**src/register_bank.sv**
```systemverilog
`timescale 1ns/1ps

module register_bank #(
    parameter int DATA_WIDTH = 32
) (
    input  logic                  clock,
    input  logic                  rst,
    input  logic [3:0]            ra_addr,
    input  logic [3:0]            rb_addr,
    input  logic [3:0]            rd_addr,
    input  logic                  wr_en,
    input  logic [DATA_WIDTH-1:0] wr_data,
    output logic [DATA_WIDTH-1:0] ra_data,
    output logic [DATA_WIDTH-1:0] rb_data
);
    logic [DATA_WIDTH-1:0] regs [16];

    always_ff @(posedge clock) begin
        if (rst) begin
            for (int i = 0; i < 16; i++) begin
                regs[i] <= '0;
            end
        end else if (wr_en) begin
            regs[rd_addr] <= wr_data;
        end
    end

    // Reads see the old value during the write cycle
    assign ra_data = regs[ra_addr];
    assign rb_data = regs[rb_addr];

endmodule

```
**config.mk**
```make
export PLATFORM = sky130hd
export DESIGN_NAME = register_bank
export DESIGN_NICKNAME = d
export VERILOG_FILES = /design/src/register_bank.sv
export SDC_FILE = /design/constraint.sdc
export NUM_CORES = 1
export LEC_CHECK = 0
export BUFFER_PORTS_ARGS = -buffer_cell sky130_fd_sc_hd__buf_2
export CORE_MARGIN = 5
export CORE_UTILIZATION = 45
export CTS_BUF_LIST = sky130_fd_sc_hd__clkbuf_4
export CTS_CLUSTER_SIZE = 40
export DETAILED_ROUTE_END_ITERATION = 6
export PLACE_DENSITY = 0.62
export RECOVER_POWER = 50
export SYNTH_ARGS = -nofsm -noshare
export SYNTH_HDL_FRONTEND = slang
export SYNTH_SLANG_ARGS = --single-unit
```
**constraint.sdc**
```tcl
create_clock -name clock -period 4.8 [get_ports clock]
set_input_delay 0.24 -clock clock [delete_from_list [all_inputs] [get_ports clock]]
set_output_delay 0.24 -clock clock [all_outputs]
set_load 0.005 [all_outputs]
```
==> impl_metrics.toml <==
[detailed_routing]
num_vias = 16300
ant_nets = 0
drt-total-wl_mm = 75.6
wl_per_cell_um = 27.8
viasPerCell = 5.98
drt_iter0_markers = 1443
first_pass_iters = 6
drc = 0

[global_route]
grtUsageTotal_pct = 23.8
grt_antenna_before_repair = 5
grt_pass1_wl_mm = 111
grt_overflow = 0
grt_pass1_vias = 17200
grt_max_degree = 92

[power_and_ir_drop]
power-per-cell-area_mw_per_mm2 = 352
vdd_drop_max_mv = 0.170
p_total_mw = 10.5
p_leak_nw = 10.2

[finish]
fin_cells = 2718
drive_gt1_share_pct = 34.1
top_regs = "regs x512"
largest_reg_flops = 512
postLayoutCoreUtil_pct = 50.7
multiInputGateArea_mm2 = 0.0106
stdcell_area_mm2 = 0.0298
nFillCells = 5021
areaGrowthSynthToFinish_pct = 12.1
fin_nets = 1882
top_register = "regs"
seqCellArea_mm2 = 0.0154

[placed_design]
portBuffers = 110
dp_worst_setup_slack_ns = 1.68
place_area_mm2 = 0.0278
place_inst = 2429
hpwlAfterDp_mm = 44.1
place_congestion = 0.832

[clock_tree]
cts_tree = "built"
clock-sinks = 512
cts-resized-gates = 0
post-cts-setup-buffers = 0
cts_buffer_depth = 3
hold_buffers = 32
cts_buffers = 145
htree_levels = 4
clkTransAtPathRegs_ns = 0.07
cts_root_buffer = "clkbuf_4"

[floorplanning]
die_w_um = 253
die_h_um = 253
start_util_pct = 45.2
ioPinCount = 111
rows = 89
die-area_mm2 = 0.0640
core_area_mm2 = 0.0588

[timing]
setup_tns_ns = 0
tightest_slew_ns = 2.37
setup_viol = 0
relSlewSlack_pct = -58.3
max_freq_ghz = 0.262
setup_ws_ns = 0.978
hold_viol = 0
finalMaxSlewViolations = 676
post-route-period-util_pct = 79.6
post-route-min-period_ns = 3.82
rsz0062_at_grt = "false"
whs_ns = 0.348

[worst_setup_path]
path_max_fanout = 33
cp-end-kind = "flop"
crit_required_ns = 5.30
crit_type = "primary input to flop"
critical_path_arrival_ns = 4.32
critPathLaunchType = "primary input"

[job]
drv_cap = 20

[synth]
synth_cells = 1687
ys_seq_area_share_pct = 57.8
ys_types = 22
synth_nets = 1734
netlist_area_mm2 = 0.0266
syn_area_per_cell_um2 = 15.8
yosysWarningCount = 0
ys_ff_latch = 512

[outcome]
status = "complete, but fails checks"
failed_checks = "capacitance limit, slew limit"

[hold_path]
min_path_type = "primary input to flop"
[placed cells by master (no fill, tap or decap), types with 5 or more instances in the layout]
cell	n
nand2_1	65
a22oi_1	128
nor2_1	5
clkinv_1	33
buf_2	105
and2_1	239
or2_2	12
edfxtp_1	512
clkbuf_4	214
dlygate4sd3_1	32
nor2_4	9
clkbuf_1	12
and2_2	34
and2_0	241
buf_4	16
mux4_2	256
diode_2	5
[critical path: stages]
cell and delay, ns:
clkbuf_1 0.31, nand4b_1 0.54, nor2_4 0.17, clkbuf_1 1.42, or2_1 1.60
[power by group]
group | switching [mW] | total [mW] | leakage [nW] | internal, mW
clock network | 1.87 | 3.95 | 1.07 | 2.08
logic | 0.683 | 1.22 | 4.28 | 0.535
registers | 0.122 | 5.30 | 4.88 | 5.18
total | 2.68 | 10.5 | 10.2 | 7.80
[metal layers]
metal	track usage [%]	up-vias	share of wire [%]
met2	38.1	714	49
met4	8.61	0	2.3
met1	30.8	8496	39
met3	7.64	135	9.7
li1	-	6910	-
met5	0	-	0
[final cells by class]
class	count	share of cell area (%)
diodes	5	0.0420
repair buffers	169	3.57
clock inverters	38	0.571
well taps	773	3.25
flip-flops and latches	512	51.6
multi-input cells	1007	35.6
clock buffers	214	5.39
[worst paths after layout]
| path | end | slack, ns | from | depth (start not counted) |
|---|---|---|---|---|
| worst max-delay path | regs[13][8] | 0.98 | rst | 5 |
| worst min-delay path | regs[10][19] | 0.35 | wr_data[19] | 3 |
[cell usage after synthesis]
cell       instances  share of area [%]
and2_1           482                 11
nand4bb_1          2              0.085
nor3_1             2              0.038
clkbuf_1         114                1.6
a22oi_1          128                3.6
nand2b_1           2              0.047
nand2_1           65               0.92
nor2b_1            4              0.094
nor2_4             3               0.13
nor3_4             1              0.061
and2_2            32               0.90
clkbuf_2           6               0.11
nand4b_1           1              0.033
mux4_2           256                 22
or4b_4             1              0.052
buf_2             30               0.56
nor3_2             1              0.038
edfxtp_1         512                 58
buf_1             15               0.21
nor2_1            11               0.16
or2_2             16               0.38
buf_4              3              0.085
[logic make-up (layout without fill, tap and decap cells)]
family | after synthesis | after routing | share of synthesized area, %
and+or+nand+nor | 623 | 623 | 14.3
DFF | 512 | 512 | 57.8
muxes | 256 | 256 | 21.7
buffers and inverters | 168 | 421 | 2.58
AOI/OAI and AO/OA | 128 | 128 | 3.61
other | 0 | 5 | 0
(Power assumes the default switching activity.)
