$ cat config.mk
export PLATFORM = sky130hd
export DESIGN_NAME = barrel_shifter
export DESIGN_NICKNAME = d
export VERILOG_FILES = /design/src/armaria_pkg.sv /design/src/barrel_shifter.sv
export SDC_FILE = /design/constraint.sdc
export NUM_CORES = 1
export LEC_CHECK = 0
export ABC_AREA = 1
export BUFFER_PORTS_ARGS = -buffer_cell sky130_fd_sc_hd__buf_2
export CORE_ASPECT_RATIO = 1.25
export CORE_UTILIZATION = 64
export DETAILED_ROUTE_END_ITERATION = 8
export PLACE_DENSITY = 0.91
export SLEW_MARGIN = 40
export SYNTH_ARGS = -nofsm -noshare
export SYNTH_HDL_FRONTEND = slang
export SYNTH_SLANG_ARGS = --single-unit
$ cat constraint.sdc
create_clock -name vclk -period 3
set_input_delay 0.15 -clock vclk [all_inputs]
set_output_delay 0.15 -clock vclk [all_outputs]
set_load 0.01 [all_outputs]
$ cat src/armaria_pkg.sv
package armaria_pkg;

    localparam int INSTR_WIDTH = 16;

    // The encoding order matters: ADD through ADDI are the register-writing ops
    typedef enum logic [3:0] {
        ADD,
        SUB,
        AND,
        ORR,
        EOR,
        LSL,
        LSR,
        ASR,
        MOVI,
        ADDI,
        LDR,
        STR,
        B,
        OUT,
        CMP,
        HALT
    } opcode_e;

    // Branch condition, carried in the rd field of a B instruction
    typedef enum logic [3:0] {
        AL = 4'd0,
        EQ = 4'd1,
        NE = 4'd2,
        LT = 4'd3,
        GE = 4'd4
    } cond_e;

    // ra and rb together double as an 8-bit immediate
    typedef struct packed {
        opcode_e    opcode;
        logic [3:0] rd;
        logic [3:0] ra;
        logic [3:0] rb;
    } instr_t;

    typedef struct packed {
        logic n;
        logic z;
        logic c;
        logic v;
    } flags_t;

endpackage

$ cat src/barrel_shifter.sv
`timescale 1ns/1ps

module barrel_shifter #(
    parameter int DATA_WIDTH = 32
) (
    input  logic [DATA_WIDTH-1:0] a,
    input  logic [4:0]            amount,
    input  armaria_pkg::opcode_e  op,
    output logic [DATA_WIDTH-1:0] result,
    output armaria_pkg::flags_t   flags
);
    localparam int STAGES = 5;

    logic [DATA_WIDTH-1:0] stage [STAGES+1];
    logic                  carry [STAGES+1];
    logic                  left;
    logic                  arith;

    assign left  = (op == armaria_pkg::LSL);
    assign arith = (op == armaria_pkg::ASR);

    // Stage i shifts by 2**i, and the last active stage sets the carry
    always_comb begin
        stage[0] = a;
        carry[0] = 1'b0;
        for (int i = 0; i < STAGES; i++) begin
            stage[i+1] = stage[i];
            carry[i+1] = carry[i];
            if (amount[i]) begin
                if (left) begin
                    stage[i+1] = stage[i] << (1 << i);
                    carry[i+1] = stage[i][DATA_WIDTH - (1 << i)];
                end else begin
                    if (arith) begin
                        stage[i+1] = $signed(stage[i]) >>> (1 << i);
                    end else begin
                        stage[i+1] = stage[i] >> (1 << i);
                    end
                    carry[i+1] = stage[i][(1 << i) - 1];
                end
            end
        end
    end

    assign result  = stage[STAGES];
    assign flags.n = result[DATA_WIDTH-1];
    assign flags.z = (result == '0);
    assign flags.c = carry[STAGES];
    assign flags.v = 1'b0;

endmodule

==> flow_summary.yaml <==
run_status:
  outcome: "completed"
worst_setup_path:
  required_ns: 2.85
  arrival_ns: 2.69
  crit_path_end_kind: "output port"
  cp_max_fo: 31
  startpoint_type: "input pin"
  crit_type: "in2out"
timing:
  hold_viol_final: 0
  fin_crit_ns: 2.838
  fin_crit_sh_pct: 94.62
  drv_slew: 0
  slew_headroom_pct: 54.28
  fmax_mhz: 352.3
  fin_tns_setup_ns: 0
  rsz0062_at_grt: "false"
  whs_ns: 0.8254
  worst_pin_slew_ns: 0.6851
  finalSetupViolCount: 0
cts:
  cts_setup_buffers: 0
  cts_resized: 0
  hold_buffers: 0
final_layout:
  mostFrequentLayoutCells: "nand2_1 (318), nand3_1 (154), nand4_1 (108), buf_2 (76), nor2_1 (28)"
  final_common_cell: "nand2_1"
  area_growth_pct: 8.551
  layout-drive-gt1-share_pct: 17.10
  regArea_um2: 0
  final_core_util_pct: 73.04
  nFlopsAndLatches: 0
  nFillCells: 521
  insertedDiodeCount: 0
  layout.nets: 844
  n_clock_buffer: 0
die:
  num_rows: 30
  core-area_um2: 5480
  fp.dieW_um: 69.89
  start_util_pct: 67.28
  dieArea_um2: 6071
  die_h_um: 86.87
  pin_count: 77
grt:
  grt_max_degree: 40
  grt_pass1_vias: 5036
  grtUsageMet1_pct: 57.29
  track_usage_pct: 45.15
  busiest_layer: "met2"
  antenna_found_initial: 0
  grt.met2_usage_pct: 74.56
  grt_use_met3_pct: 6.019
  grt_pass1_wl_um: 23000
  overflow: 0
drt:
  drt_first_pass_iters: 8
  drt_wl_total_um: 14030
  wl_per_cell_um: 16.22
  dr_total_vias: 5861
  drc: 0
  drt_iter0_drc: 837
  ant_nets: 0
  vias_per_cell: 6.776
power:
  power.density_nw_per_um2: 182.2
  peakVddDrop_mv: 0.1285
  leakagePower_nw: 2.222
job:
  maxCapViolations: 0
yosys:
  ys_warn_count: 0
  synth_cell_types: 27
  synth_area_um2: 3687
  syn_avg_cell_area_um2: 4.852
  ys_seq_area_share_pct: 0
  synth_cells: 760
  synth_nets: 801
placed_design:
  portBuffers: 76
  dpl.hpwl_um: 11050
  place_congestion: 1.069
worst_hold_path:
  hold_path.class: "in2out"
==> Yosys cell counts <==
library cell	instances	area [µm²]
nor2_2	3	18.77
o21ai_0	10	50.05
nand2_8	1	20.02
clkinv_1	3	11.26
nor2_1	29	108.9
inv_1	26	97.59
buf_6	8	90.09
or2_2	2	12.51
buf_4	3	22.52
buf_2	21	105.1
clkbuf_1	11	41.29
nor2_8	2	40.04
nand2_1	318	1194
o211ai_1	2	15.01
nand3b_1	2	15.01
nand3_2	11	110.1
conb_1	1	3.750
nand3_1	154	770.7
nand2_2	6	37.54
o21ai_1	8	40.04
nand4_1	108	675.7
buf_1	7	26.28
nor2_4	4	45.04
inv_2	10	37.54
o311ai_0	1	8.760
nand4_2	6	75.07
a21oi_1	3	15.01
==> kinds of logic after synthesis <==
logic type,synth area share (%)
simple gates,84.70
buf+inv,11.71
other cells,0.1017
compound gates,3.495
==> worst paths after layout <==
kind | startpoint | end | depth (start not counted)
worst max-delay path | op[2] | flags[2] | 18
worst min-delay path | amount[4] | result[21] | 4
==> critical path: stages <==
cell	delay, ns
buf_2	0.11
inv_2	0.05
nor2_4	0.14
nand2_8	0.16
nor2_8	0.44
nand4_1	0.23
nand4_1	0.21
nand3_1	0.24
nand3_1	0.13
nand2_1	0.06
nand2_1	0.07
nand2_1	0.06
nor2_1	0.14
nand2_1	0.08
nor2_1	0.12
nand3_1	0.07
nor2_1	0.08
buf_2	0.13
==> final cells by class <==
cell class | count | area, µm² | area share [%]
tap | 64 | 80.08 | 2.001
inverter | 39 | 146.4 | 3.657
multi-input combinational | 671 | 3258 | 81.40
timing repair buffer | 91 | 518.0 | 12.94
==> power breakdown <==
group	total [mW]	switching (mW)	internal [mW]	leakage [nW]
clock network	0	0	0	0
logic	0.729	0.494	0.235	2.22
registers	0	0	0	0
total	0.729	0.494	0.235	2.22
==> layer usage <==
layer	vias up	part of all wire (%)	wire, µm
li1	2729	-	-
met1	2547	38	5266
met2	504	45	6323
met3	81	12	1686
met4	0	5.4	758
met5	-	0	0
==> metrics by stage <==
step / setup WS (ns) / area [µm²] / std cells / power (mW)
2_1_floorplan: 1.063 / 3687 / 760 / 0.4895
3_3_place_gp: 0.3673 / 4000 / 865 / 0.6922
3_5_place_dp: 0.3058 / 4003 / 865 / 0.7034
4_1_cts: 0.2994 / 4003 / 865 / 0.7058
5_1_grt: 0.05521 / 4003 / 865 / 0.7966
6_report: 0.1615 / 4003 / 865 / 0.7294
(Power assumes the default switching activity.)
