### src/armaria_pkg.sv
package armaria_pkg;

    localparam int INSTR_WIDTH = 16;

    // The encoding order matters: ADD through ADDI are the register-writing ops
    typedef enum logic [3:0] {
        ADD,
        SUB,
        AND,
        ORR,
        EOR,
        LSL,
        LSR,
        ASR,
        MOVI,
        ADDI,
        LDR,
        STR,
        B,
        OUT,
        CMP,
        HALT
    } opcode_e;

    // Branch condition, carried in the rd field of a B instruction
    typedef enum logic [3:0] {
        AL = 4'd0,
        EQ = 4'd1,
        NE = 4'd2,
        LT = 4'd3,
        GE = 4'd4
    } cond_e;

    // ra and rb together double as an 8-bit immediate
    typedef struct packed {
        opcode_e    opcode;
        logic [3:0] rd;
        logic [3:0] ra;
        logic [3:0] rb;
    } instr_t;

    typedef struct packed {
        logic n;
        logic z;
        logic c;
        logic v;
    } flags_t;

endpackage

### src/alu.sv
`timescale 1ns/1ps

module alu #(
    parameter int DATA_WIDTH = 32
) (
    input  logic [DATA_WIDTH-1:0] a,
    input  logic [DATA_WIDTH-1:0] b,
    input  armaria_pkg::opcode_e  op,
    output logic [DATA_WIDTH-1:0] result,
    output armaria_pkg::flags_t   flags
);
    localparam int MSB = DATA_WIDTH - 1;

    logic [DATA_WIDTH:0] sum;
    logic [DATA_WIDTH:0] diff;

    // Subtraction as a + ~b + 1, so the top bit is the inverted borrow
    assign sum  = {1'b0, a} + {1'b0, b};
    assign diff = {1'b0, a} + {1'b0, ~b} + 1'b1;

    always_comb begin
        result  = sum[MSB:0];
        flags   = '0;
        flags.c = sum[DATA_WIDTH];
        flags.v = (a[MSB] == b[MSB]) && (sum[MSB] != a[MSB]);
        case (op)
            armaria_pkg::SUB, armaria_pkg::CMP: begin
                result  = diff[MSB:0];
                flags.c = diff[DATA_WIDTH];
                flags.v = (a[MSB] != b[MSB]) && (diff[MSB] != a[MSB]);
            end
            armaria_pkg::AND: begin
                result  = a & b;
                flags.c = 1'b0;
                flags.v = 1'b0;
            end
            armaria_pkg::ORR: begin
                result  = a | b;
                flags.c = 1'b0;
                flags.v = 1'b0;
            end
            armaria_pkg::EOR: begin
                result  = a ^ b;
                flags.c = 1'b0;
                flags.v = 1'b0;
            end
            // ADD, ADDI and MOVI stay on the adder
            default: begin
            end
        endcase
        flags.n = result[MSB];
        flags.z = (result == '0);
    end

endmodule

### config.mk
export PLATFORM = sky130hd
export DESIGN_NAME = alu
export DESIGN_NICKNAME = d
export VERILOG_FILES = /design/src/armaria_pkg.sv /design/src/alu.sv
export SDC_FILE = /design/constraint.sdc
export NUM_CORES = 1
export LEC_CHECK = 0
export ABC_AREA = 1
export BUFFER_PORTS_ARGS = -buffer_cell sky130_fd_sc_hd__buf_2
export CELL_PAD_IN_SITES_DETAIL_PLACEMENT = 0
export CELL_PAD_IN_SITES_GLOBAL_PLACEMENT = 1
export CORE_UTILIZATION = 43
export DETAILED_ROUTE_END_ITERATION = 8
export PLACE_DENSITY = 0.95
export RECOVER_POWER = 50
export SYNTH_ARGS = -nofsm -noshare
export SYNTH_HDL_FRONTEND = slang
export SYNTH_SLANG_ARGS = --single-unit
### constraint.sdc
create_clock -name vclk -period 3.9
set_clock_uncertainty 0.05 [all_clocks]
set_input_delay 0.39 -clock vclk [all_inputs]
set_output_delay 0.39 -clock vclk [all_outputs]
set_load 0.05 [all_outputs]
==> qor.csv <==
metric,value,unit
post_drt_wl_per_cell,16.7,um
fp-row-count,43,
drive_gt1_frac,0.110,
switching_power,0.987,mW
min_period,3.68,ns
num_antenna_cells,0,
worstPathArrival,3.24,ns
critPathTopFamily,simple AND/OR/NAND/NOR gates,
pwr-share-clk,0,
synth_fp_nets,1358,
cp_num_buf_inv,4,
cpPeakStageDelay,0.55,ns
viasPerCell,5.60,
place_congestion,1.04,
wirelength,24.4,mm
postCtsSetupRepairBufs,0,
port_buffers,104,
dr.first_iter.drc_count,1020,
seqPwrFrac,0,
tightestPinTransition,1.22,ns
synth_commonest_cells,"nand2_1, inv_1, nand3_1, nor2_1, ha_1",
n_clock_buffer,0,
ctsHoldBuffers,0,
netlist.area_leader.share,0.196,
finalPower,1.34,mW
hold_viol_final,0,
first_pass_iters,7,
fmax,272,MHz
slowest_stage,nor4_1,
rsz0062_at_grt,false,
hpwl,20.4,mm
fp.dieW,121,um
regArea,0,um2
final_cell_count_no_fill,1461,
p_int,0.354,mW
start_util,0.442,
synth_area_leaders,"nand2_1, ha_1, nand3_1, inv_1, nor2_1",
synth.most_common_cell,nand2_1,
syn_inst,1192,
worstSetupPathDepth,15,
yosysUniqueCellTypes,41,
syn2layout_area_growth,11.1,%
drc,0,
fin_crit_sh,0.944,
vias,8181,
crit_start,a[20],
path_common_cell,nand2_1,
power_density,197,nW/um2
antenna_left,0,
final_util,0.491,
final.setup.tns,0,ns
grt_use_total,0.330,
gr-total-overflow,0,
cts_resized,0,
mappedNetlistArea,6130,um2
slew_viol_final,0,
cp.required,3.46,ns
p_comb_frac,1.000,
endpoint_kind,primary output,
start_kind,input pin,
total_leakage_power,4.01,nW
worstHoldPathType,in2out,
placed_cells,1461,
seq_cells,0,
core-area,13900,um2
seq_area_frac_synth,0,
io-pin-count,104,
antenna_found_initial,0,
max-cap-violations,0,
crit_chain,buf_2 > inv_1 > ha_1 > inv_1 > nand2_1 > nor4_1 > nand4_1 > nand2_1 > nand2_1 > nand3_1 > nand2_1 > nor2_1 > nand4_1 > nor2_2 > buf_2,
nNetsFinal,1449,
grt_pass1_vias,7304,
status,"complete, no violations",
cp-endpoint,flags[2],
ir_drop,0.155,mV
crit_type,in2out,
setup-violations-final,0,
die_h,121,um
ys_warn_count,0,
placed_cell_area,6820,um2
yosys.area.top_type,nand2_1,
grt_max_degree,21,
grt_pass1_wl,38.1,mm
synth.avg_cell_area,5.14,um2
path_max_fanout,7,
dieArea,14700,um2
swShare,0.736,
final_cell_area,6820,um2
slew_headroom,0.188,
==> power by group through the flow <==
stage	clock [mW]	sequential, mW	combinational [mW]
3_3_place_gp	0	0	1.31
2_1_floorplan	0	0	0.952
3_5_place_dp	0	0	1.31
6_report	0	0	1.34
5_1_grt	0	0	1.45
4_1_cts	0	0	1.32
==> metal layers <==
metal / track usage / wire [um] / vias to the layer above
met4: 0.0880 / 793 / 0
li1: - / - / 4014
met1: 0.477 / 10700 / 3590
met2: 0.513 / 10300 / 503
met5: 0 / 0 / -
met3: 0.0348 / 2680 / 74
==> placed cells by master (no fill, tap or decap), types with 3 or more instances in the layout <==
| master | netlist | routed |
|---|---|---|
| o22ai_1 | 14 | 14 |
| buf_2 | 19 | 90 |
| nor2_1 | 143 | 142 |
| nor3_1 | 18 | 16 |
| nand4_1 | 17 | 17 |
| a221oi_1 | 11 | 11 |
| a21oi_1 | 91 | 91 |
| nor2_4 | 3 | 3 |
| nor2_2 | 5 | 6 |
| inv_2 | 11 | 11 |
| xor2_1 | 3 | 3 |
| o21bai_1 | 10 | 10 |
| nand3b_1 | 3 | 3 |
| o21ai_0 | 36 | 36 |
| nand2_1 | 321 | 321 |
| clkbuf_1 | 5 | 14 |
| buf_4 | 5 | 18 |
| ha_1 | 96 | 96 |
| inv_1 | 198 | 198 |
| nand3_1 | 151 | 151 |
| nor3_2 | 1 | 3 |
==> worst min path at each step <==
stage | slack [ns] | end | cells after the start | startpoint
after floorplan | 1.17 | flags[0] | 2 | a[31]
after global placement | 1.29 | flags[0] | 4 | a[31]
after detailed placement | 1.30 | flags[0] | 4 | a[31]
after CTS | 1.31 | flags[0] | 4 | a[31]
after global routing | 1.34 | flags[0] | 4 | a[31]
final | 1.32 | flags[0] | 4 | a[31]
==> stage by stage <==
step	worst slack (ns)	hold WS, ns
3_3_place_gp	0.0640	1.29
5_1_grt	0.00236	1.34
4_1_cts	0.147	1.31
6_report	0.217	1.32
2_1_floorplan	0.342	1.17
3_5_place_dp	0.161	1.30
==> final cells by class <==
| cell class | count | area (um2) |
|---|---|---|
| Multi-Input combinational cell | 950 | 5170 |
| Timing Repair Buffer | 122 | 638 |
| Tap cell | 180 | 225 |
| Inverter | 209 | 785 |
| Fill cell | 1610 | 7070 |
==> kinds of logic (layout without fill, tap and decap cells) <==
family / after synthesis / in the layout / synth area share
buf+inv: 242 / 331 / 0.160
fa+ha+maj: 98 / 98 / 0.202
simple gates: 669 / 669 / 0.465
compound gates: 179 / 179 / 0.167
xor+xnor: 4 / 4 / 0.00571
==> tightest hold or removal path: cells and delay by family <==
family                 cells  cell delay (ns)
AO/OA/AOI/OAI              2             0.25
buffers and inverters      2             0.34
(Power assumes the default switching activity.)
