## src/armaria_pkg.sv

```systemverilog
package armaria_pkg;

    localparam int INSTR_WIDTH = 16;

    // The encoding order matters: ADD through ADDI are the register-writing ops
    typedef enum logic [3:0] {
        ADD,
        SUB,
        AND,
        ORR,
        EOR,
        LSL,
        LSR,
        ASR,
        MOVI,
        ADDI,
        LDR,
        STR,
        B,
        OUT,
        CMP,
        HALT
    } opcode_e;

    // Branch condition, carried in the rd field of a B instruction
    typedef enum logic [3:0] {
        AL = 4'd0,
        EQ = 4'd1,
        NE = 4'd2,
        LT = 4'd3,
        GE = 4'd4
    } cond_e;

    // ra and rb together double as an 8-bit immediate
    typedef struct packed {
        opcode_e    opcode;
        logic [3:0] rd;
        logic [3:0] ra;
        logic [3:0] rb;
    } instr_t;

    typedef struct packed {
        logic n;
        logic z;
        logic c;
        logic v;
    } flags_t;

endpackage

```

## src/control_unit.sv

```systemverilog
`timescale 1ns/1ps

module control_unit #(
    parameter int ADDR_WIDTH = 8,
    parameter int DATA_WIDTH = 32
) (
    input  logic                  clock,
    input  logic                  rst,
    input  logic                  run,
    input  armaria_pkg::instr_t   instr,
    output logic [ADDR_WIDTH-1:0] pc,
    output logic [3:0]            rd_addr,
    output logic [3:0]            ra_addr,
    output logic [3:0]            rb_addr,
    output logic                  wr_en,
    output logic [DATA_WIDTH-1:0] wr_data,
    input  logic [DATA_WIDTH-1:0] ra_data,
    input  logic [DATA_WIDTH-1:0] rb_data,
    output logic [DATA_WIDTH-1:0] operand_a,
    output logic [DATA_WIDTH-1:0] operand_b,
    output armaria_pkg::opcode_e  alu_op,
    input  logic [DATA_WIDTH-1:0] alu_result,
    input  armaria_pkg::flags_t   alu_flags,
    output logic [4:0]            shift_amount,
    output armaria_pkg::opcode_e  shift_op,
    input  logic [DATA_WIDTH-1:0] shift_result,
    input  armaria_pkg::flags_t   shift_flags,
    output logic [ADDR_WIDTH-1:0] data_addr,
    output logic [DATA_WIDTH-1:0] data_wdata,
    output logic                  data_we,
    input  logic [DATA_WIDTH-1:0] data_rdata,
    output logic                  emit_valid,
    output logic [DATA_WIDTH-1:0] emit_data,
    input  logic                  emit_done,
    output logic                  halted
);
    typedef enum logic [2:0] {
        IDLE,
        FETCH,
        EXECUTE,
        MEM_WAIT,
        EMIT,
        HALTED
    } state_e;

    state_e                state;
    armaria_pkg::opcode_e  opcode;
    armaria_pkg::flags_t   flags;
    logic [DATA_WIDTH-1:0] imm;
    logic [DATA_WIDTH-1:0] exec_result;
    logic [ADDR_WIDTH-1:0] pc_plus_one;
    logic [ADDR_WIDTH-1:0] branch_target;
    logic                  is_shift;
    logic                  writes_reg;
    logic                  sets_flags;
    logic                  cond_true;
    logic                  branch_taken;

    assign opcode = instr.opcode;
    assign imm    = {{(DATA_WIDTH-8){instr.ra[3]}}, instr.ra, instr.rb};

    assign is_shift   = opcode inside {armaria_pkg::LSL, armaria_pkg::LSR, armaria_pkg::ASR};
    assign writes_reg = opcode inside {[armaria_pkg::ADD : armaria_pkg::ADDI]};
    assign sets_flags = opcode inside {[armaria_pkg::ADD : armaria_pkg::ASR], armaria_pkg::CMP};

    always_comb begin
        case (armaria_pkg::cond_e'(instr.rd))
            armaria_pkg::AL: cond_true = 1'b1;
            armaria_pkg::EQ: cond_true = flags.z;
            armaria_pkg::NE: cond_true = !flags.z;
            armaria_pkg::LT: cond_true = flags.n != flags.v;
            armaria_pkg::GE: cond_true = flags.n == flags.v;
            default:         cond_true = 1'b0;
        endcase
    end

    assign branch_taken  = (opcode == armaria_pkg::B) && cond_true;
    assign pc_plus_one   = pc + 1'b1;
    assign branch_target = pc_plus_one + imm[ADDR_WIDTH-1:0];

    // ADDI accumulates into rd, STR and OUT read rd as their data source
    assign rd_addr = instr.rd;
    assign ra_addr = (opcode == armaria_pkg::ADDI) ? instr.rd : instr.ra;
    assign rb_addr = (opcode inside {armaria_pkg::STR, armaria_pkg::OUT}) ? instr.rd : instr.rb;

    assign operand_a    = (opcode == armaria_pkg::MOVI) ? '0 : ra_data;
    assign operand_b    = (opcode inside {armaria_pkg::MOVI, armaria_pkg::ADDI}) ? imm : rb_data;
    assign alu_op       = opcode;
    assign shift_op     = opcode;
    assign shift_amount = rb_data[4:0];
    assign exec_result  = is_shift ? shift_result : alu_result;

    assign wr_en   = (state == EXECUTE && writes_reg) || (state == MEM_WAIT);
    assign wr_data = (state == MEM_WAIT) ? data_rdata : exec_result;

    assign data_addr  = ra_data[ADDR_WIDTH-1:0];
    assign data_wdata = rb_data;
    assign data_we    = (state == EXECUTE) && (opcode == armaria_pkg::STR);

    assign emit_valid = (state == EMIT);
    assign emit_data  = rb_data;
    assign halted     = (state == HALTED);

    always_ff @(posedge clock) begin
        if (rst) begin
            state <= IDLE;
            pc    <= '0;
            flags <= '0;
        end else begin
            case (state)
                IDLE: if (run) state <= FETCH;
                FETCH: state <= EXECUTE;
                EXECUTE: begin
                    if (sets_flags) begin
                        flags <= is_shift ? shift_flags : alu_flags;
                    end
                    case (opcode)
                        armaria_pkg::LDR:  state <= MEM_WAIT;
                        armaria_pkg::OUT:  state <= EMIT;
                        armaria_pkg::HALT: state <= HALTED;
                        default: begin
                            state <= FETCH;
                            pc    <= branch_taken ? branch_target : pc_plus_one;
                        end
                    endcase
                end
                MEM_WAIT: begin
                    state <= FETCH;
                    pc    <= pc_plus_one;
                end
                EMIT: begin
                    if (emit_done) begin
                        state <= FETCH;
                        pc    <= pc_plus_one;
                    end
                end
                HALTED: state <= HALTED;
                default: state <= IDLE;
            endcase
        end
    end

endmodule

```

## config.mk

```make
export PLATFORM = sky130hd
export DESIGN_NAME = control_unit
export DESIGN_NICKNAME = d
export VERILOG_FILES = /design/src/armaria_pkg.sv /design/src/control_unit.sv
export SDC_FILE = /design/constraint.sdc
export NUM_CORES = 1
export LEC_CHECK = 0
export ABC_AREA = 1
export ABC_CLOCK_PERIOD_IN_PS = 6420
export BUFFER_PORTS_ARGS = -buffer_cell sky130_fd_sc_hd__buf_2
export CELL_PAD_IN_SITES_DETAIL_PLACEMENT = 0
export CELL_PAD_IN_SITES_GLOBAL_PLACEMENT = 1
export CORE_AREA = 8 8 145 147
export CTS_CLUSTER_SIZE = 24
export DETAILED_ROUTE_END_ITERATION = 8
export DIE_AREA = 0 0 153 155
export GPL_ROUTABILITY_DRIVEN = 0
export HOLD_SLACK_MARGIN = 0.02
export PLACE_DENSITY = 0.77
export REMOVE_ABC_BUFFERS = 1
export SLEW_MARGIN = 0
export SYNTH_ARGS = -nofsm -noshare
export SYNTH_HDL_FRONTEND = slang
export SYNTH_SLANG_ARGS = --single-unit
```

## constraint.sdc

```tcl
create_clock -name clock -period 6.42 [get_ports clock]
set_clock_uncertainty 0.1 [all_clocks]
set_input_delay 1.284 -clock clock [delete_from_list [all_inputs] [get_ports clock]]
set_output_delay 1.284 -clock clock [all_outputs]
set_load 0.01 [all_outputs]
```

==> tab_implementation.tex <==
\begin{tabular}{lr}
\hline
Metric & Value \\
\hline
\multicolumn{2}{l}{\textbf{Run status}} \\
\quad Status & completed \\
\multicolumn{2}{l}{\textbf{CTS}} \\
\quad Clock transition time at the flip-flop clock pins of the worst setup and hold paths & 0.05 ns \\
\quad Number of CTS-inserted buffers & 3 \\
\quad \# Post-CTS Setup Buffers & 0 \\
\quad Number of buffers added to fix hold violations after cts & 0 \\
\quad Number of buffers on the longest clock path & 2 \\
\quad Skew-Pair Late Insertion Delay & 0.24 ns \\
\quad Post-cts gate resize count & 0 \\
\quad H-tree Lvls & 1 \\
\quad Cell chosen for the clock root & clkbuf\_16 \\
\quad Clock tree from TritonCTS & yes \\
\quad Clock sink total & 14 \\
\multicolumn{2}{l}{\textbf{Pwr}} \\
\quad Clk pwr share & 0.214 \\
\quad Total net switching power & 265 µW \\
\quad Largest vdd supply drop & 0.0688 mV \\
\quad P\_int & 349 µW \\
\quad Power per Cell Area & 126 nW/µm² \\
\quad Seq pwr share & 0.174 \\
\quad Switching part of the total power & 0.431 \\
\quad Logic gate share of total power & 0.612 \\
\quad Static leakage & 0.00318 µW \\
\quad Final Power & 614 µW \\
\multicolumn{2}{l}{\textbf{Route}} \\
\quad Total routed wirelength & 18.7 mm \\
\quad DR pass1 iterations & 4 \\
\quad Via count & 4683 \\
\quad Vias per std cell & 4.09 \\
\quad Final routed DRC violation total & 0 \\
\quad DR iter-0 viols & 257 \\
\quad Routed wire length per instance & 16.3 µm \\
\quad Number of antenna-violating nets in the routed design & 0 \\
\multicolumn{2}{l}{\textbf{Setup path}} \\
\quad Critical path peak fanout & 25 \\
\quad Endpoint arrival time on the critical path & 3.04 ns \\
\quad Worst setup EP type & primary output \\
\quad Cell-by-cell trace of the critical path & buf\_2, nand2\_1, nor2\_1, nand2\_1, nand2\_1, buf\_2 \\
\quad Slowest stage cell on the critical path & nand2\_1 \\
\quad Dominant delay contributor by cell family on the critical path & simple AND/OR/NAND/NOR gates \\
\quad Largest stage delay, worst path & 0.56 ns \\
\quad Most numerous cell on the critical path & nand2\_1 \\
\quad CP startpoint kind & primary input \\
\quad Worst path required time & 5.04 ns \\
\quad Buffer and inverter count on the worst path & 2 \\
\quad Critical path class & primary input to primary output \\
\multicolumn{2}{l}{\textbf{STA}} \\
\quad Transition time at the pin with the least slew margin & 0.932 ns \\
\quad Hold violation count in the final report & 0 \\
\quad Max-slew headroom & 0.378 \\
\quad Post-route minimum period & 4.42 ns \\
\quad Slew Limit Fails & 0 \\
\quad RSZ-0062 raised after global routing & false \\
\quad Final period util & 0.689 \\
\quad Final setup fails & 0 \\
\quad Highest Clock Rate & 0.226 GHz \\
\quad Final hold slack & 0.480 ns \\
\quad Setup Total Neg Slack & 0 ns \\
\multicolumn{2}{l}{\textbf{Floorplanning}} \\
\quad Boundary pin count & 393 \\
\quad Number of cell rows & 51 \\
\quad Starting density of the core & 0.172 \\
\quad Y dimension of the die & 155 µm \\
\quad Die Span X & 153 µm \\
\quad Die area & 23700 µm² \\
\quad Std-Cell Core Area & 19000 µm² \\
\multicolumn{2}{l}{\textbf{Synthesis}} \\
\quad Number of warning messages in the yosys log & 0 \\
\quad Cell types with the largest area share after synthesis & nand2\_1, buf\_4, nor2\_1 \\
\quad Area of the mapped netlist & 3260 µm² \\
\quad Sequential-to-total area share from yosys stat & 0.0861 \\
\quad Top-area cell type share of the netlist area & 0.227 \\
\quad Syn Inst Count & 620 \\
\quad Post-synthesis area per instance & 5.25 µm² \\
\quad Unique masters post-synth & 31 \\
\quad Synth area leader & nand2\_1 \\
\quad \#FFs+latches synth & 14 \\
\multicolumn{2}{l}{\textbf{Cells and area}} \\
\quad Total Nets Final & 1105 \\
\quad Post-synthesis to final-layout area growth & 49.5\% \\
\quad Leading cell type in the layout, fill and taps excluded & buf\_2 \\
\quad Leading cell types in the layout, fill and taps excluded & buf\_2, nand2\_1, nor2\_1 \\
\quad Layout cells sized above 1 & 0.454 \\
\quad Area of all placed cells without fillers & 4870 µm² \\
\multicolumn{2}{l}{\textbf{Global route}} \\
\quad Number of global-route vias before repair & 4634 \\
\quad Residual overflow from global routing & 0 \\
\quad Total Routing Usage GR & 0.146 \\
\quad Pin count of the biggest net entering global routing & 68 \\
\quad Number of antenna violations at the first check in global routing & 4 \\
\quad First-pass GRT wire length & 27.6 mm \\
\multicolumn{2}{l}{\textbf{Placed design}} \\
\quad Area of placed instances & 4770 µm² \\
\quad Count of input and output buffers & 390 \\
\quad Final HPWL from detailed placement & 16.7 mm \\
\multicolumn{2}{l}{\textbf{Worst hold path}} \\
\quad Classification of the worst-slack hold path & flop to flop \\
\multicolumn{2}{l}{\textbf{Flow run}} \\
\quad Maxcap violations & 0 \\
\hline
\end{tabular}
[final cells by class]
type | instances | area, µm²
fill | 2240 | 14100
timing repair buffer | 394 | 1980
multi-input combinational | 412 | 1910
inverter | 82 | 309
tap | 238 | 298
sequential | 14 | 280
clock buffer | 4 | 88.8
antenna | 1 | 2.50
[Yosys cell counts (all sizes together)]
cell / instances
a211oi: 1
a21oi: 13
a31oi: 36
buf: 95
clkbuf: 17
clkinv: 2
dfxtp: 14
fa: 1
ha: 9
inv: 80
mux2: 1
nand2: 198
nand3: 15
nand3b: 1
nand4: 1
nor2: 95
nor3: 3
nor4: 1
o211ai: 3
o21ai: 26
or2: 1
xnor2: 3
xor2: 4
[worst reg2reg max path: stages, from the launching register on]
cell and delay, ns:
dfxtp_1 0.40, ha_1 0.20, nand2_1 0.07, inv_1 0.11, nand3_1 0.09, xor2_1 0.21, inv_1 0.07, ha_1 0.32
nand2_1 0.09, inv_1 0.04, a21oi_1 0.18, nand2_1 0.09, nor2_1 0.09, nor2_1 0.05, nand3_1 0.06, nand3_1 0.08
nand2_1 0.09, inv_1 0.03
[path summary, 6_finish.rpt]
| kind | startpoint | endpoint | slack, ns | cells past startpoint |
|---|---|---|---|---|
| max | instr[15] | operand_b[17] | 2.00 | 6 |
| max reg2reg | pc[0]$_SDFFE_PP0P_ | pc[7]$_SDFFE_PP0P_ | 3.96 | 17 |
| min reg2reg | pc[1]$_SDFFE_PP0P_ | pc[1]$_SDFFE_PP0P_ | 0.48 | 2 |
| min | pc[1]$_SDFFE_PP0P_ | pc[1]$_SDFFE_PP0P_ | 0.48 | 2 |
[power groups by stage]
stage / clock network [µW] / registers, µW / logic [µW]
6_report: 131 / 107 / 376
5_1_grt: 139 / 108 / 420
4_1_cts: 137 / 107 / 382
3_5_place_dp: 0 / 109 / 379
3_3_place_gp: 0 / 108 / 379
2_1_floorplan: 0 / 108 / 164
[logic make-up (layout without fill, tap and decap cells)]
family,count (synthesis),count (layout),synth area share
fa+ha+maj,10,10,0.0407
xor+xnor,7,7,0.0188
compound gates,79,79,0.140
flops,14,14,0.0861
other cells,0,1,0
simple gates,315,315,0.380
buf+inv,194,480,0.331
mux,1,1,0.00346
[per-layer routing]
layer	global-route usage	part of all wire
met1	0.158	0.38
met2	0.277	0.52
met3	0.0505	0.094
met4	0.0207	0.0078
met5	0	0.0020
[sequential cells by signal, indices dropped and copies added, names as in the netlist]
signal,cells
state,3
flags,3
pc,8
[per-stage QoR]
step           utilization  cells  worst slack, ns
2_1_floorplan            -    508             1.92
3_3_place_gp         0.252   1140             1.88
3_5_place_dp         0.252   1140             1.88
4_1_cts              0.257   1144             1.88
5_1_grt              0.257   1145             1.79
6_report             0.257   1145             2.00
Power figures use the tool's default switching activity.
