## src/armaria_pkg.sv

```systemverilog
package armaria_pkg;

    localparam int INSTR_WIDTH = 16;

    // The encoding order matters: ADD through ADDI are the register-writing ops
    typedef enum logic [3:0] {
        ADD,
        SUB,
        AND,
        ORR,
        EOR,
        LSL,
        LSR,
        ASR,
        MOVI,
        ADDI,
        LDR,
        STR,
        B,
        OUT,
        CMP,
        HALT
    } opcode_e;

    // Branch condition, carried in the rd field of a B instruction
    typedef enum logic [3:0] {
        AL = 4'd0,
        EQ = 4'd1,
        NE = 4'd2,
        LT = 4'd3,
        GE = 4'd4
    } cond_e;

    // ra and rb together double as an 8-bit immediate
    typedef struct packed {
        opcode_e    opcode;
        logic [3:0] rd;
        logic [3:0] ra;
        logic [3:0] rb;
    } instr_t;

    typedef struct packed {
        logic n;
        logic z;
        logic c;
        logic v;
    } flags_t;

endpackage

```

## src/host_port.sv

```systemverilog
`timescale 1ns/1ps

module host_port #(
    parameter int ADDR_WIDTH = 8,
    parameter int DATA_WIDTH = 32
) (
    input  logic                                        clock,
    input  logic                                        rst,
    input  logic                                        run,
    input  logic                                        load_req,
    output logic                                        load_ack,
    input  logic [ADDR_WIDTH+armaria_pkg::INSTR_WIDTH-1:0] load_word,
    output logic                                        imem_we,
    output logic [ADDR_WIDTH-1:0]                       imem_waddr,
    output armaria_pkg::instr_t                         imem_wdata,
    input  logic                                        emit_valid,
    input  logic [DATA_WIDTH-1:0]                       emit_data,
    output logic                                        emit_done,
    output logic                                        out_req,
    input  logic                                        out_ack,
    output logic [DATA_WIDTH-1:0]                       out_data
);
    typedef struct packed {
        logic [ADDR_WIDTH-1:0] addr;
        armaria_pkg::instr_t   instr;
    } load_word_t;

    typedef enum logic [1:0] {
        OUT_IDLE,
        OUT_REQ,
        OUT_ACK,
        OUT_DONE
    } out_state_e;

    load_word_t load_q;
    out_state_e out_state;

    // load_ack doubles as the receiver state, so each request writes once
    always_ff @(posedge clock) begin
        if (rst) begin
            load_ack <= 1'b0;
            imem_we  <= 1'b0;
        end else begin
            imem_we <= 1'b0;
            if (!load_ack) begin
                if (load_req && !run) begin
                    load_ack <= 1'b1;
                    imem_we  <= 1'b1;
                end
            end else if (!load_req) begin
                load_ack <= 1'b0;
            end
        end
    end

    always_ff @(posedge clock) begin
        if (!load_ack && load_req) begin
            load_q <= load_word;
        end
    end

    assign imem_waddr = load_q.addr;
    assign imem_wdata = load_q.instr;

    always_ff @(posedge clock) begin
        if (rst) begin
            out_state <= OUT_IDLE;
        end else begin
            case (out_state)
                OUT_IDLE: if (emit_valid) out_state <= OUT_REQ;
                OUT_REQ:  if (out_ack) out_state <= OUT_ACK;
                OUT_ACK:  if (!out_ack) out_state <= OUT_DONE;
                default:  out_state <= OUT_IDLE;
            endcase
        end
    end

    // Captured once per OUT, the core holds emit_valid until emit_done
    always_ff @(posedge clock) begin
        if (out_state == OUT_IDLE && emit_valid) begin
            out_data <= emit_data;
        end
    end

    assign out_req   = (out_state == OUT_REQ);
    assign emit_done = (out_state == OUT_DONE);

endmodule

```

## config.mk

```make
export PLATFORM = sky130hd
export DESIGN_NAME = host_port
export DESIGN_NICKNAME = d
export VERILOG_FILES = /design/src/armaria_pkg.sv /design/src/host_port.sv
export SDC_FILE = /design/constraint.sdc
export NUM_CORES = 1
export LEC_CHECK = 0
export BUFFER_PORTS_ARGS = -buffer_cell sky130_fd_sc_hd__buf_2
export CAP_MARGIN = 20
export CORE_MARGIN = 3
export CORE_UTILIZATION = 37
export DETAILED_ROUTE_END_ITERATION = 10
export PLACE_DENSITY = 0.78
export SYNTH_ARGS = -nofsm -noshare
export SYNTH_HDL_FRONTEND = slang
export SYNTH_SLANG_ARGS = --single-unit
```

## constraint.sdc

```tcl
create_clock -name clock -period 1.8 [get_ports clock]
set_input_delay 0 -clock clock [delete_from_list [all_inputs] [get_ports clock]]
set_output_delay 0 -clock clock [all_outputs]
set_load 0.03 [all_outputs]
```

==> results.py, run 1 <==
metrics = {
    "flow_run": {
        "maxCapViolations": 0,
    },
    "route": {
        "vias_per_cell": 4.18,
        "drtIter0Drc": 71,
        "drt_wl_total_microns": 5210,
        "drcViolationCount": 0,
        "drtAntennaViolNets": 0,
        "dr.pass1.iters": 4,
        "wire_per_inst_microns": 15.1,
        "num_vias": 1443,
    },
    "clock_network": {
        "clock_latency_ns": 0.32,
        "cts_made_buffers": 9,
        "path_clk_slew_ns": 0.06,
        "clock-sinks": 60,
        "cts_resized": 0,
        "ctsRootBufferMaster": "clkbuf_8",
        "post_cts.repair.setup_buffers": 0,
        "hold_buffers": 59,
        "cts_tree": "yes",
        "cts_max_level": 3,
        "clk_path_buf_depth": 2,
    },
    "worst_setup_path": {
        "path_max_fanout": 4,
        "required_ns": 2.06,
        "critPathKind": "reg -> reg",
        "timing.rr.start": "out_state[1]$_SDFFE_PP0P_",
        "cp_num_buf_inv": 1,
        "rr_endpoint": "out_state[0]$_SDFFE_PP0P_",
        "path_delay_family": "compound AO/OA/AOI/OAI gates",
        "cpPeakStageDelay_ns": 0.38,
        "end_kind": "flip-flop",
        "path_cells": "inv_1 > ha_1 > nor2b_1 > a221oi_2 > o221a_2",
        "worstPathArrival_ns": 1.61,
        "rrSetupSlack_ns": 0.45,
        "rr_worst_depth": 5,
        "cp-start-kind": "flip-flop",
        "cpMaxStageDelayCell": "dfxtp_1",
    },
    "sta": {
        "hold_ws_ns": 0.0196,
        "fin_skew_ns": 0.00538,
        "hold_viol": 0,
        "fin_tns_setup_ns": 0,
        "slew_violations": 0,
        "period_minus_slack_ns": 1.35,
        "relSlewSlack_pct": 80.7,
        "min_period_over_period_pct": 74.8,
        "worst_pin_slew_ns": 0.289,
        "max_freq_ghz": 0.742,
        "rsz0062_at_grt": "false",
        "finalSetupViolCount": 0,
    },
    "grt": {
        "grt_max_degree": 33,
        "grt.total_usage_pct": 18.4,
        "antenna_found_initial": 0,
        "grt_pass1_wl_microns": 8180,
        "grt_pass1_vias": 1622,
        "gr-total-overflow": 0,
    },
    "power": {
        "ir_worst_vdd_mv": 0.819,
        "leakagePower_nw": 1.49,
        "power_density_mw_per_mm2": 1230,
    },
    "logic_synthesis": {
        "synth_area_per_cell_sq_um": 23.9,
        "ys_top_cells_by_area": "edfxtp_1 (88%), dfxtp_1 (4.2%), ha_1 (2.6%)",
        "synth_edf_count": 56,
        "synth_fp_nets": 146,
        "yosysTopAreaCellShare_pct": 87.8,
        "yosysUniqueCellTypes": 14,
        "synth_top_cell_by_area": "edfxtp_1",
        "ys_ff_latch": 60,
        "seq_area_frac_synth_pct": 92.0,
        "ys_top_cells_by_count": "edfxtp_1 (56), dfxtp_1 (4), ha_1 (4), inv_1 (4)",
        "synthArstFlopShare_pct": 0,
        "synth-main-ff-cell": "edfxtp_1",
        "syn_inst": 80,
        "yosys_warnings": 0,
        "synth.most_common_cell": "edfxtp_1",
        "syn_area_sq_mm": 0.00192,
    },
    "final_layout": {
        "drive_above_1_share_pct": 50.0,
        "synthToLayoutAreaGrowth_pct": 78.6,
        "finalNetCount": 339,
        "n_antenna_cell": 0,
    },
    "placed_design": {
        "io_buffers": 121,
        "hpwl_microns": 3060,
        "gp_congestion": 0.706,
    },
    "floorplan": {
        "initial_core_util_pct": 39.5,
        "dieArea_sq_mm": 0.00608,
        "dieHeight_microns": 78.0,
        "row_count": 25,
        "fp.coreArea_sq_mm": 0.00485,
        "io_pins": 122,
        "die-width_microns": 78.0,
    },
    "hold_path": {
        "hold_path_depth": 3,
        "hp-class": "in -> reg",
        "hold_start": "out_ack",
        "hold_end": "out_state[1]$_SDFFE_PP0P_",
    },
    "outcome": {
        "outcome": "completed",
    },
}
==> stage by stage <==
| stage | cells | setup WS, ns | power (W) | cell area, sq um | utilization, % |
|---|---|---|---|---|---|
| 4_1_cts | 345 | 0.446 | 0.00424 | 3420 | 70.6 |
| 2_1_floorplan | 80 | 0.0205 | 0.00261 | 1920 | - |
| 3_3_place_gp | 270 | 0.507 | 0.00293 | 2640 | 54.3 |
| 6_report | 345 | 0.453 | 0.00422 | 3420 | 70.6 |
| 5_1_grt | 345 | 0.359 | 0.00441 | 3420 | 70.6 |
| 3_5_place_dp | 270 | 0.465 | 0.00296 | 2640 | 54.3 |
==> placed cells by master, fill, tap and decap left out <==
master         instances
a221oi_2               1
and2_1                 1
and3_1                 1
buf_12                 1
buf_2                121
buf_4                  1
bufinv_16              1
clkbuf_1               3
clkbuf_8              11
clkinv_1               1
dfxtp_1                4
dlygate4sd3_1         59
edfxtp_1              56
ha_1                   4
inv_1                  4
mux2i_1                1
nand2_1                2
nand2b_1               1
nor2b_1                1
nor2b_2                1
nor3b_1                1
o221a_2                1
or2_2                  1
==> worst max-delay path by stage <==
stage / start / end / slack [ns] / cells after the start
final: out_state[1]$_SDFFE_PP0P_ / out_state[0]$_SDFFE_PP0P_ / 0.45 / 5
after global routing: out_state[0]$_SDFFE_PP0P_ / out_data[17]$_DFFE_PP_ / 0.36 / 4
after CTS: out_state[1]$_SDFFE_PP0P_ / out_state[0]$_SDFFE_PP0P_ / 0.45 / 5
after detailed placement: out_state[1]$_SDFFE_PP0P_ / out_state[0]$_SDFFE_PP0P_ / 0.46 / 5
after global placement: out_state[0]$_SDFFE_PP0P_ / out_data[14]$_DFFE_PP_ / 0.51 / 4
after floorplan: out_state[0]$_SDFFE_PP0P_ / out_data[0]$_DFFE_PP_ / 0.02 / 3
==> layer usage <==
metal / vias to the layer above / global-route usage (%) / share of wire [%] / wire length [microns]
met4: 0 / 7.87 / 1.2 / 61
li1: 693 / - / - / -
met3: 6 / 10.9 / 14 / 755
met1: 646 / 20.5 / 38 / 2000
met5: - / 0 / 0 / 0
met2: 98 / 28.5 / 46 / 2390
==> area by class of cell <==
class / count / area [sq um]
flip-flops and latches: 60 / 1760
fillers: 311 / 1430
repair buffers: 182 / 1220
clock buffers: 14 / 163
multi-input cells: 16 / 141
well taps: 67 / 83.8
clock inverters: 2 / 33.8
inverters: 4 / 15.0
==> registers in the layout, summed over array words and instances (netlist names) <==
name        flops
out_data       32
out_state       2
load_ack        1
imem_we         1
imem_waddr      8
imem_wdata     16
==> logic make-up after synthesis <==
| group | after synthesis | share of synthesized area (%) |
|---|---|---|
| adders and majority gates | 4 | 2.61 |
| buffers and inverters | 4 | 0.784 |
| AOI/OAI and AO/OA | 2 | 1.37 |
| muxes | 1 | 0.523 |
| and+or+nand+nor | 9 | 2.74 |
| DFF | 60 | 92.0 |
==> power by group <==
group | leakage (nW) | switching [W] | internal, W | total [W]
Combinational | 0.827 | 0.000745 | 0.000397 | 0.00114
Sequential | 0.570 | 0.0000703 | 0.00182 | 0.00189
Clock | 0.0983 | 0.000468 | 0.000713 | 0.00118
==> worst register-to-register path, stage by stage (launching register included) <==
cell	delay, ns
dfxtp_1	0.38
inv_1	0.08
ha_1	0.20
nor2b_1	0.15
a221oi_2	0.25
o221a_2	0.23
No activity file was read; power rests on OpenSTA's default activity.
==> run 2: changes to the inputs <==
--- a/config.mk
+++ b/config.mk
@@ -5,12 +5,13 @@
 export SDC_FILE = /design/constraint.sdc
 export NUM_CORES = 1
 export LEC_CHECK = 0
+export ABC_AREA = 1
 export BUFFER_PORTS_ARGS = -buffer_cell sky130_fd_sc_hd__buf_2
 export CAP_MARGIN = 20
 export CORE_MARGIN = 3
-export CORE_UTILIZATION = 37
+export CORE_UTILIZATION = 42
 export DETAILED_ROUTE_END_ITERATION = 10
-export PLACE_DENSITY = 0.78
+export PLACE_DENSITY = 0.83
 export SYNTH_ARGS = -nofsm -noshare
 export SYNTH_HDL_FRONTEND = slang
 export SYNTH_SLANG_ARGS = --single-unit
==> constraint.sdc (replaced) <==
create_clock -name clock -period 1.3 [get_ports clock]
set_input_delay 0 -clock clock [delete_from_list [all_inputs] [get_ports clock]]
set_output_delay 0 -clock clock [all_outputs]
set_load 0.03 [all_outputs]
==> run 2 against run 1 <==
Compared with the run above: count of clock-buffer cells in the layout shrank 5; routed wire length grew 11%; sequential share of layout area shrank 0.94 points; largest power group unchanged.
==> results.py, run 2 <==
metrics = {
    "grt": {
        "grt_pass1_wl_microns": 7970,
        "antenna_found_initial": 0,
        "grt_max_degree": 33,
        "grt_pass1_vias": 1670,
        "gr-total-overflow": 0,
        "grt.total_usage_pct": 21.0,
    },
    "route": {
        "num_vias": 1542,
        "drtIter0Drc": 99,
        "dr.pass1.iters": 7,
        "drt_wl_total_microns": 5800,
        "drcViolationCount": 0,
        "drtAntennaViolNets": 0,
        "wire_per_inst_microns": 16.8,
        "vias_per_cell": 4.46,
    },
    "clock_network": {
        "cts_made_buffers": 9,
        "clk_path_buf_depth": 2,
        "clock_latency_ns": 0.32,
        "ctsRootBufferMaster": "clkbuf_8",
        "clock-sinks": 60,
        "post_cts.repair.setup_buffers": 0,
        "cts_max_level": 3,
        "path_clk_slew_ns": 0.06,
        "cts_tree": "yes",
    },
    "placed_design": {
        "io_buffers": 121,
        "gp_congestion": 0.667,
        "placedCellCount": 270,
        "hpwl_microns": 3090,
    },
    "worst_setup_path": {
        "timing.rr.start": "out_state[0]$_SDFFE_PP0P_",
        "rr_endpoint": "out_data[8]$_DFFE_PP_",
        "required_ns": 1.57,
        "crit_end": "imem_we$_SDFF_PP0_",
        "rrSetupSlack_ns": 0.10,
        "rr_worst_depth": 5,
        "end_kind": "flip-flop",
        "cp-start-kind": "input port",
        "crit_start": "rst",
        "path_max_fanout": 3,
        "worstPathArrival_ns": 1.52,
        "critPathKind": "in -> reg",
    },
    "logic_synthesis": {
        "ys_top_cells_by_count": "edfxtp_1 (56), inv_1 (9), nand2_1 (9)",
        "synthArstFlopShare_pct": 0,
        "synth_fp_nets": 161,
        "synth_edf_count": 56,
        "syn_inst": 95,
        "syn_area_sq_mm": 0.00196,
        "ys_ff_latch": 60,
        "ys_top_cells_by_area": "edfxtp_1 (86%), dfxtp_1 (4.1%), ha_1 (2.6%)",
        "synth.most_common_cell": "edfxtp_1",
        "yosysTopAreaCellShare_pct": 85.7,
        "synth_top_cell_by_area": "edfxtp_1",
        "yosysUniqueCellTypes": 14,
        "synth-main-ff-cell": "edfxtp_1",
        "synth_area_per_cell_sq_um": 20.7,
        "yosys_warnings": 0,
        "seq_area_frac_synth_pct": 89.8,
    },
    "sta": {
        "rsz0062_at_grt": "false",
        "slew_violations": 0,
        "worst_pin_slew_ns": 0.228,
        "hold_viol": 0,
        "period_minus_slack_ns": 1.25,
        "max_freq_ghz": 0.800,
        "fin_tns_setup_ns": 0,
        "fin_skew_ns": 0.00496,
        "relSlewSlack_pct": 84.8,
        "min_period_over_period_pct": 96.2,
        "finalSetupViolCount": 0,
    },
    "floorplan": {
        "dieArea_sq_mm": 0.00553,
        "io_pins": 122,
        "die-width_microns": 74.3,
        "fp.coreArea_sq_mm": 0.00444,
        "dieHeight_microns": 74.3,
        "row_count": 24,
        "initial_core_util_pct": 44.1,
    },
    "final_layout": {
        "stdcell_count": 346,
        "synthToLayoutAreaGrowth_pct": 78.2,
        "regMostFlops": "out_data",
        "largest_reg_flops": 32,
        "multiInputGateArea_sq_um": 170,
        "ff_latch_area_sq_mm": 0.00177,
        "final_common_cell": "buf_2",
        "nFillCells": 249,
        "finalNetCount": 356,
        "fin_util_pct": 78.7,
        "most-common-layout-cells": "buf_2 (121), dlygate4sd3_1 (61), edfxtp_1 (56)",
        "drive_above_1_share_pct": 51.5,
    },
    "power": {
        "power_density_mw_per_mm2": 1640,
        "ir_worst_vdd_mv": 0.724,
        "leakagePower_nw": 1.54,
    },
    "flow_run": {
        "maxCapViolations": 0,
    },
    "outcome": {
        "outcome": "completed",
    },
    "hold_path": {
        "hp-class": "in -> reg",
    },
}
## run 2: cell count changes after synthesis, sizes merged, moves of 2 or more
cell   change
nor2       +3
nand2      +9
nor2b      -2
inv        +7
nand3      +2
## run 2: final cells by class
class | count | area share (%)
Tap cell | 52 | 1.86
Sequential cell | 60 | 50.5
Timing Repair Buffer | 184 | 35.9
Clock inverter | 5 | 1.57
Multi-Input combinational cell | 23 | 4.87
Antenna cell | 1 | 0.0716
Clock buffer | 9 | 3.54
Inverter | 12 | 1.61
## run 2: cells by family (layout without fill, tap and decap cells)
kind of cell               Yosys count  count (layout)  share of synthesized area [%]
AOI/OAI and AO/OA                    2               2                          0.638
adders and majority gates            4               4                           2.55
DFF                                 60              60                           89.8
buffers and inverters               12             210                           3.00
other                                0               1                              0
and+or+nand+nor                     17              17                           4.02
## run 2: report_power, final
group	switching, W	total, W	leakage, nW	internal (W)
logic	0.00105	0.00159	0.883	0.000548
registers	0.000118	0.00262	0.568	0.00250
clock network	0.000676	0.00153	0.0870	0.000855
## run 2: worst max-delay path, cell delays in order
cell and delay, ns:
dlygate4sd3_1 0.54, buf_2 0.14, nor4_2 0.25, dlygate4sd3_1 0.58
## run 2: through the flow
stage          setup slack, ns  cell area [sq um]  total power, W  hold slack [ns]
3_5_place_dp             0.107               2700         0.00407            0.178
6_report                0.0498               3500         0.00574           0.0467
4_1_cts                 0.0939               3490         0.00575           0.0291
2_1_floorplan           -0.131               1990         0.00360           0.0717
5_1_grt                0.00503               3490         0.00599           0.0723
3_3_place_gp             0.127               2700         0.00403            0.176
## run 2: worst min-delay path by stage
stage                        startpoint                        end  slack, ns  cells past startpoint
after floorplan                     rst         imem_we$_SDFF_PP0_       0.07                      1
after CTS                    emit_valid  out_state[0]$_SDFFE_PP0P_       0.03                      5
after global routing         emit_valid  out_state[0]$_SDFFE_PP0P_       0.07                      5
after detailed placement   emit_data[5]      out_data[5]$_DFFE_PP_       0.18                      1
after global placement    load_word[19]    imem_waddr[3]$_DFFE_PP_       0.18                      1
final                        emit_valid  out_state[0]$_SDFFE_PP0P_       0.05                      5
## run 2: per-layer routing
metal	wire length [microns]	up-vias	track usage, %
li1	-	733	-
met1	1780	701	17.4
met2	3330	92	41.6
met3	512	16	7.57
met4	182	0	11.5
met5	0	-	0
## run 2: what timing repair did
action | 4_1_cts | 5_1_grt
resized for setup | 0 | 1
endpoints found under the setup margin | 0 | 1
endpoints found under the hold margin | 60 | 0
hold buffers | 61 | 0
